<file path="src/include/rx_dsp_cfg.svh">
`ifndef RX_DSP_CFG_SVH
`define RX_DSP_CFG_SVH

// Lanes per word and ADC code format
`define CHANNEL_WIDTH        4
`define CODE_PRECISION       8

// FFE taps, weights and shift
// Tap counts must stay at or below CHANNEL_WIDTH + 1
`define FFE_LENGTH           3
`define WEIGHT_PRECISION     6
`define FFE_SHIFT_PRECISION  3
`define FFE_OUT_PRECISION    16

// Channel estimate
`define CHAN_DEPTH           3
`define CHAN_PRECISION       8
`define CHAN_SHIFT_PRECISION 3

`define ERROR_PRECISION      12
`define CODE_DELAY           1

`endif

</file>
<file path="src/hw/rx_dsp_pkg.sv">
`include "rx_dsp_cfg.svh"

package rx_dsp_pkg;

    // Lane element types, signed so selects keep their sign
    typedef logic signed [`CODE_PRECISION-1:0]    code_t;
    typedef logic signed [`WEIGHT_PRECISION-1:0]  weight_t;
    typedef logic signed [`FFE_OUT_PRECISION-1:0] ffe_out_t;
    typedef logic signed [`CHAN_PRECISION-1:0]    chan_tap_t;
    typedef logic signed [`ERROR_PRECISION-1:0]   error_t;

    // Lane 0 is the oldest sample of a word
    typedef struct packed {
        logic                         valid;
        code_t [`CHANNEL_WIDTH-1:0]   code;
    } code_word_t;

    typedef struct packed {
        logic                         valid;
        logic [`CHANNEL_WIDTH-1:0]    bits;
    } bit_word_t;

    typedef struct packed {
        logic                         valid;
        error_t [`CHANNEL_WIDTH-1:0]  err;
    } error_word_t;

    // Weights shared across all lanes
    typedef struct packed {
        weight_t [`FFE_LENGTH-1:0]        weight;
        logic [`FFE_SHIFT_PRECISION-1:0]  shift;
        ffe_out_t                         thresh;
    } ffe_cfg_t;

    typedef struct packed {
        chan_tap_t [`CHAN_DEPTH-1:0]      tap;
        logic [`CHAN_SHIFT_PRECISION-1:0] shift;
    } chan_cfg_t;

    typedef struct packed {
        ffe_cfg_t  ffe;
        chan_cfg_t chan;
    } dsp_cfg_t;

endpackage : rx_dsp_pkg

</file>
<file path="src/hw/sample_delay_line.sv">
`timescale 1ns/1ps

module sample_delay_line #(
    parameter type payload_t = rx_dsp_pkg::code_word_t,
    parameter int  DEPTH     = 1
) (
    input  logic     clk,
    input  logic     arst_n_i,
    input  payload_t item_i,
    output payload_t taps_o [0:DEPTH]
);

    // stage_q[0] holds the most recent valid item
    payload_t stage_q [0:DEPTH-1];

    always_ff @(posedge clk or negedge arst_n_i) begin
        if (!arst_n_i) begin
            for (int i = 0; i < DEPTH; i++) begin
                stage_q[i] <= '0;
            end
        end else if (item_i.valid) begin
            stage_q[0] <= item_i;
            for (int i = 1; i < DEPTH; i++) begin
                stage_q[i] <= stage_q[i-1];
            end
        end
    end

    // Tap 0 is the live input
    always_comb begin
        taps_o[0] = item_i;
        for (int i = 0; i < DEPTH; i++) begin
            taps_o[i+1] = stage_q[i];
        end
    end

    // An unknown valid would silently freeze every stage
    shift_enable_known: assert property (
        @(posedge clk) disable iff (!arst_n_i)
        !$isunknown(item_i.valid)
    ) else $error("delay line shift enable is unknown");

endmodule : sample_delay_line

</file>
<file path="src/hw/ffe_slicer.sv">
`timescale 1ns/1ps
`include "rx_dsp_cfg.svh"

module ffe_slicer (
    input  logic                   clk,
    input  logic                   arst_n_i,
    input  rx_dsp_pkg::code_word_t cur_codes_i,
    input  rx_dsp_pkg::code_word_t prev_codes_i,
    input  rx_dsp_pkg::ffe_cfg_t   cfg_i,
    output rx_dsp_pkg::bit_word_t  bits_o
);

    localparam int SEQ_LEN = 2 * `CHANNEL_WIDTH;

    // Previous word first, then the current one
    rx_dsp_pkg::code_t    code_seq [SEQ_LEN];

    rx_dsp_pkg::ffe_out_t ffe_sum  [`CHANNEL_WIDTH];
    rx_dsp_pkg::ffe_out_t ffe_eq   [`CHANNEL_WIDTH];
    logic [`CHANNEL_WIDTH-1:0] slice_d;

    rx_dsp_pkg::bit_word_t bits_q;

    always_comb begin
        for (int i = 0; i < `CHANNEL_WIDTH; i++) begin
            code_seq[i]                  = prev_codes_i.code[i];
            code_seq[`CHANNEL_WIDTH + i] = cur_codes_i.code[i];
        end
    end

    // FIR per lane, weight k against the code k positions back
    always_comb begin
        for (int i = 0; i < `CHANNEL_WIDTH; i++) begin
            ffe_sum[i] = '0;
            for (int k = 0; k < `FFE_LENGTH; k++) begin
                ffe_sum[i] = ffe_sum[i]
                           + rx_dsp_pkg::ffe_out_t'(cfg_i.weight[k])
                           * rx_dsp_pkg::ffe_out_t'(code_seq[`CHANNEL_WIDTH + i - k]);
            end
        end
    end

    // Arithmetic scaling keeps the sign
    always_comb begin
        for (int i = 0; i < `CHANNEL_WIDTH; i++) begin
            ffe_eq[i] = ffe_sum[i] >>> cfg_i.shift;
        end
    end

    // Slicer, ties resolve to 1
    always_comb begin
        for (int i = 0; i < `CHANNEL_WIDTH; i++) begin
            slice_d[i] = (ffe_eq[i] >= cfg_i.thresh);
        end
    end

    always_ff @(posedge clk or negedge arst_n_i) begin
        if (!arst_n_i) begin
            bits_q <= '0;
        end else begin
            bits_q.valid <= cur_codes_i.valid;
            bits_q.bits  <= slice_d;
        end
    end

    assign bits_o = bits_q;

    // Weights, shift and threshold are quasi-static
    cfg_stable_on_valid: assert property (
        @(posedge clk) disable iff (!arst_n_i)
        cur_codes_i.valid |-> $stable(cfg_i)
    ) else $error("FFE configuration changed while a valid word was in flight");

endmodule : ffe_slicer

</file>
<file path="src/hw/channel_error_calc.sv">
`timescale 1ns/1ps
`include "rx_dsp_cfg.svh"

module channel_error_calc (
    input  logic                    clk,
    input  logic                    arst_n_i,
    input  rx_dsp_pkg::bit_word_t   bits_i,
    input  rx_dsp_pkg::code_word_t  codes_i,
    input  rx_dsp_pkg::chan_cfg_t   cfg_i,
    output rx_dsp_pkg::bit_word_t   bits_o,
    output rx_dsp_pkg::error_word_t error_o
);

    localparam int SEQ_LEN = 2 * `CHANNEL_WIDTH;

    rx_dsp_pkg::bit_word_t bit_taps [0:1];

    logic [SEQ_LEN-1:0]   sym_seq;
    rx_dsp_pkg::error_t   exp_sum  [`CHANNEL_WIDTH];
    rx_dsp_pkg::error_t   exp_code [`CHANNEL_WIDTH];
    rx_dsp_pkg::error_t   err_d    [`CHANNEL_WIDTH];

    rx_dsp_pkg::bit_word_t   bits_q;
    rx_dsp_pkg::error_word_t error_q;

    // Last valid bit word, for symbols that reach back one word
    sample_delay_line #(
        .payload_t (rx_dsp_pkg::bit_word_t),
        .DEPTH     (1)
    ) bit_hist (
        .clk      (clk),
        .arst_n_i (arst_n_i),
        .item_i   (bits_i),
        .taps_o   (bit_taps)
    );

    assign sym_seq = {bit_taps[0].bits, bit_taps[1].bits};

    // Bit 1 maps to +1, bit 0 to -1
    always_comb begin
        for (int i = 0; i < `CHANNEL_WIDTH; i++) begin
            exp_sum[i] = '0;
            for (int k = 0; k < `CHAN_DEPTH; k++) begin
                if (sym_seq[`CHANNEL_WIDTH + i - k]) begin
                    exp_sum[i] = exp_sum[i] + rx_dsp_pkg::error_t'(cfg_i.tap[k]);
                end else begin
                    exp_sum[i] = exp_sum[i] - rx_dsp_pkg::error_t'(cfg_i.tap[k]);
                end
            end
        end
    end

    // expected minus received
    always_comb begin
        for (int i = 0; i < `CHANNEL_WIDTH; i++) begin
            exp_code[i] = exp_sum[i] >>> cfg_i.shift;
            err_d[i]    = exp_code[i] - rx_dsp_pkg::error_t'(codes_i.code[i]);
        end
    end

    always_ff @(posedge clk or negedge arst_n_i) begin
        if (!arst_n_i) begin
            bits_q  <= '0;
            error_q <= '0;
        end else begin
            bits_q        <= bits_i;
            error_q.valid <= bits_i.valid;
            for (int i = 0; i < `CHANNEL_WIDTH; i++) begin
                error_q.err[i] <= err_d[i];
            end
        end
    end

    assign bits_o  = bits_q;
    assign error_o = error_q;

    // Code history must already hold the word these bits were sliced from
    bits_have_codes: assert property (
        @(posedge clk) disable iff (!arst_n_i)
        bits_i.valid |-> codes_i.valid
    ) else $error("valid bits arrived without an aligned valid code word");

endmodule : channel_error_calc

</file>
<file path="src/hw/rx_dsp_datapath.sv">
`timescale 1ns/1ps
`include "rx_dsp_cfg.svh"

module rx_dsp_datapath (
    input  logic                    clk,
    input  logic                    arst_n_i,
    input  rx_dsp_pkg::code_word_t  codes_i,
    input  rx_dsp_pkg::dsp_cfg_t    cfg_i,
    output rx_dsp_pkg::bit_word_t   bits_o,
    output rx_dsp_pkg::error_word_t error_o
);

    // Tap 0 live, tap 1 last valid word
    rx_dsp_pkg::code_word_t code_taps [0:`CODE_DELAY];

    // Sliced bits, one cycle behind the live word
    rx_dsp_pkg::bit_word_t  slice_bits;

    // ADC code history
    sample_delay_line #(
        .payload_t (rx_dsp_pkg::code_word_t),
        .DEPTH     (`CODE_DELAY)
    ) code_hist (
        .clk      (clk),
        .arst_n_i (arst_n_i),
        .item_i   (codes_i),
        .taps_o   (code_taps)
    );

    // Equalize the current word against the previous one and slice
    ffe_slicer ffe_slc (
        .clk          (clk),
        .arst_n_i     (arst_n_i),
        .cur_codes_i  (code_taps[0]),
        .prev_codes_i (code_taps[1]),
        .cfg_i        (cfg_i.ffe),
        .bits_o       (slice_bits)
    );

    // By now tap 1 holds the word the bits came from
    channel_error_calc chan_err (
        .clk      (clk),
        .arst_n_i (arst_n_i),
        .bits_i   (slice_bits),
        .codes_i  (code_taps[1]),
        .cfg_i    (cfg_i.chan),
        .bits_o   (bits_o),
        .error_o  (error_o)
    );

endmodule : rx_dsp_datapath

</file>
<file path="config.mk">
export PLATFORM = sky130hd
export DESIGN_NAME = rx_dsp_datapath
export DESIGN_NICKNAME = d
export VERILOG_FILES = /design/src/hw/rx_dsp_pkg.sv /design/src/hw/sample_delay_line.sv /design/src/hw/ffe_slicer.sv /design/src/hw/channel_error_calc.sv /design/src/hw/rx_dsp_datapath.sv
export VERILOG_INCLUDE_DIRS = /design/src /design/src/include
export SDC_FILE = /design/constraint.sdc
export NUM_CORES = 2
export LEC_CHECK = 0
export ABC_CLOCK_PERIOD_IN_PS = 14510
export BUFFER_PORTS_ARGS = -buffer_cell sky130_fd_sc_hd__buf_4
export CAP_MARGIN = 20
export CORE_AREA = 2 2 356 358
export DETAILED_ROUTE_END_ITERATION = 8
export DIE_AREA = 0 0 358 360
export GPL_TIMING_DRIVEN = 0
export PLACE_DENSITY_LB_ADDON = 0.05
export SLEW_MARGIN = 25
export SYNTH_ARGS = -nofsm -noshare
export SYNTH_HDL_FRONTEND = slang
export SYNTH_SLANG_ARGS = --single-unit
</file>
<file path="constraint.sdc">
create_clock -name clk -period 14.51 [get_ports clk]
set_clock_uncertainty 0.2 [all_clocks]
set_input_delay 0.7255 -clock clk [delete_from_list [all_inputs] [get_ports clk]]
set_output_delay 0.7255 -clock clk [all_outputs]
set_load 0.02 [all_outputs]
</file>
==> run summary <==
detailed-router iteration count before antenna repair = 5
Max H-tree Level = 3
Crit. Startpoint = codes_i[2]
Root Buffer = clkbuf_16
routed via count = 31000
worst r2r src = code_hist.taps_o[25]
cts hold-fix bufs = 0
fmax = 91.6 MHz
WHS = 0.216 ns
DR vias/cell = 4.91
Worst EP arrival = 10.76 ns
post-route insts no fill = 6321
largest net degree at the start of global routing = 93
Residual DRC = 0
Worst Path Max Fanout = 10
worst reg-to-reg setup slack = 4.42 ns
clock sinks = 92
CTS Buffer Depth = 2
Max-slew headroom = 26.3%
RSZ-0062 raised after global routing = false
mux contribution to synthesized area = 4.89%
Simple-Gate Fraction of Synth Area = 15.9%
adder-cell share of the synthesized area = 42.7%
final hold violation count = 0
hold_sp = ffe_slc.bits_o[3]
compound-cell area share of the yosys netlist = 12.9%
post-synth top area share = 24.9%
Yosys Warn Count = 0
nature of the critical path endpoint = register
site row count = 130
grt ovf = 0
# Post-CTS Setup Buffers = 0
largest family of logic cells by synthesized area = adder cells
Worst Max-Slew Pin Slew = 1.09 ns
vias in the first global route = 32400
WP buf/inv = 7
Worst-Skew Late Latency = 0.39 ns
minimum clock period = 10.92 ns
Initial DRC Count = 1527
CP max-delay cell = clkbuf_1
max cap viols = 0
Mapped Area = 38600 um2
most common cell after layout, fill and taps aside = inv_1
fin nets = 5790
status = complete, no violations
#FFs+latches synth = 92
GP Congestion = 0.859
initial antenna violation count = 11
setup TNS = 0 ns
port bufs = 129
Die Wd = 358 um
pins over their slew limit = 0
CTS tree = yes
synth top area cells = fa_1 (25%), ha_1 (18%), inv_1 (6.2%), and2_1 (6.0%), dfrtp_1 (6.0%)
post_cts resized = 0
r2r endpoint = ffe_slc.bits_o[0]
wire length on met3 = 2900 um
Final period util = 75.3%
top routing layer used = met5
Mapped Nets = 5650
WHS Path Cells = 0
CP peak stage delay = 0.73 ns
met2 wire len = 72900 um
DRT antenna net count = 0
area leader, netlist = fa_1
syn_area_per_cell = 8.54 um2
gate count of the mapped netlist = 4522
share of layout cells above drive strength 1 = 6.13%
reg2reg path depth = 35
Crit Path Class = input port to register
Cells after DPL = 6301
Tightest Hold Check Type = register to register
met1 WL = 64500 um
CP top delay family = adder cells
EDFF count, synth = 0
library cells used by synthesis = 85
Ports = 153
Die H = 360 um
sequential-to-total area share from yosys stat = 5.96%
gr usage total = 22.3%
core footprint = 125000 um2
most common flop cell mapped by yosys = dfrtp_1
Area growth syn-to-layout = 8.71%
# setup viols final = 0
drt wl/cell = 22.6 um
most frequent cells in the layout = inv_1 (633), ha_1 (549), fa_1 (480)
Synth Area in XOR/XNOR = 9.47%
Hold EP = chan_err.bits_o[3]
first-pass GRT wire length = 213000 um
Worst-path clk slew = 0.08 ns
total wire length = 143000 um
CTS buffer count = 9
dpl hpwl = 121000 um
FFs w/ async S/R, synth = 100%
Die Footprint = 129000 um2
CP Data Required Time = 14.36 ns
CP Launch Type = input port
initial core utilization = 30.9%
## registers in the layout, indices dropped and copies added (netlist names)
signal and cells:
chan_err.bit_hist.taps_o 2, chan_err.bits_o 5, chan_err.error_o 48, code_hist.taps_o 32, ffe_slc.bits_o 5
## cell families after synthesis
kind of cell,Yosys count
xor+xnor,407
flops,92
simple gates,1214
mux,170
fa+ha+maj,1029
compound gates,785
buf+inv,825
## Yosys cell counts (23+ instances only)
cell and n:
nand2_1 287, xor2_1 164, ha_1 549, a21o_1 95, a31oi_1 33, mux2i_1 95
o211ai_1 24, o21ai_0 165, inv_1 633, nand2b_1 31, fa_1 480, dfrtp_1 92
xnor2_1 234, o21bai_1 49, nor2b_1 75, mux2_2 67, clkbuf_1 147, o21a_1 23
a211oi_1 40, nand3_1 29, and2_1 370, nor3_1 52, a21oi_1 250, nor2_1 297
## per-stage QoR
stage / worst slack [ns] / utilization [%] / area [um2]
CTS: 3.71 / 33.6 / 42000
global placement: 3.28 / 33.3 / 41700
finish: 3.59 / 33.6 / 42000
global route: 3.11 / 33.6 / 42000
detailed placement: 3.30 / 33.4 / 41700
floorplan: 5.96 / - / 38600
## final cells by class
type | count | area [um2]
repair buffers | 129 | 972
clock inverters | 7 | 67.6
fillers | 13300 | 82900
flip-flops and latches | 92 | 2300
inverters | 641 | 2410
plain buffers | 184 | 811
clock buffers | 9 | 225
well taps | 1650 | 2060
diodes | 4 | 10.0
multi-input cells | 3605 | 33100
## routing by layer
metal | track usage, % | up-vias
met5 | 0 | -
met2 | 40.5 | 441
met1 | 29.3 | 15300
met4 | 3.99 | 4
li1 | - | 15100
met3 | 1.06 | 85
## how the worst max path moves through the flow
stage	to	slack (ns)	cells past startpoint
after CTS	ffe_slc.bits_o[0]	3.71	38
after global placement	ffe_slc.bits_o[0]	3.28	38
final	ffe_slc.bits_o[0]	3.59	38
after detailed placement	ffe_slc.bits_o[0]	3.30	38
after floorplan	ffe_slc.bits_o[0]	5.96	38
after global routing	ffe_slc.bits_o[0]	3.11	38
Power is left out: the tool's default activity adds up to more than one toggle a clock period on the data nets, which glitch-free logic cannot reach.
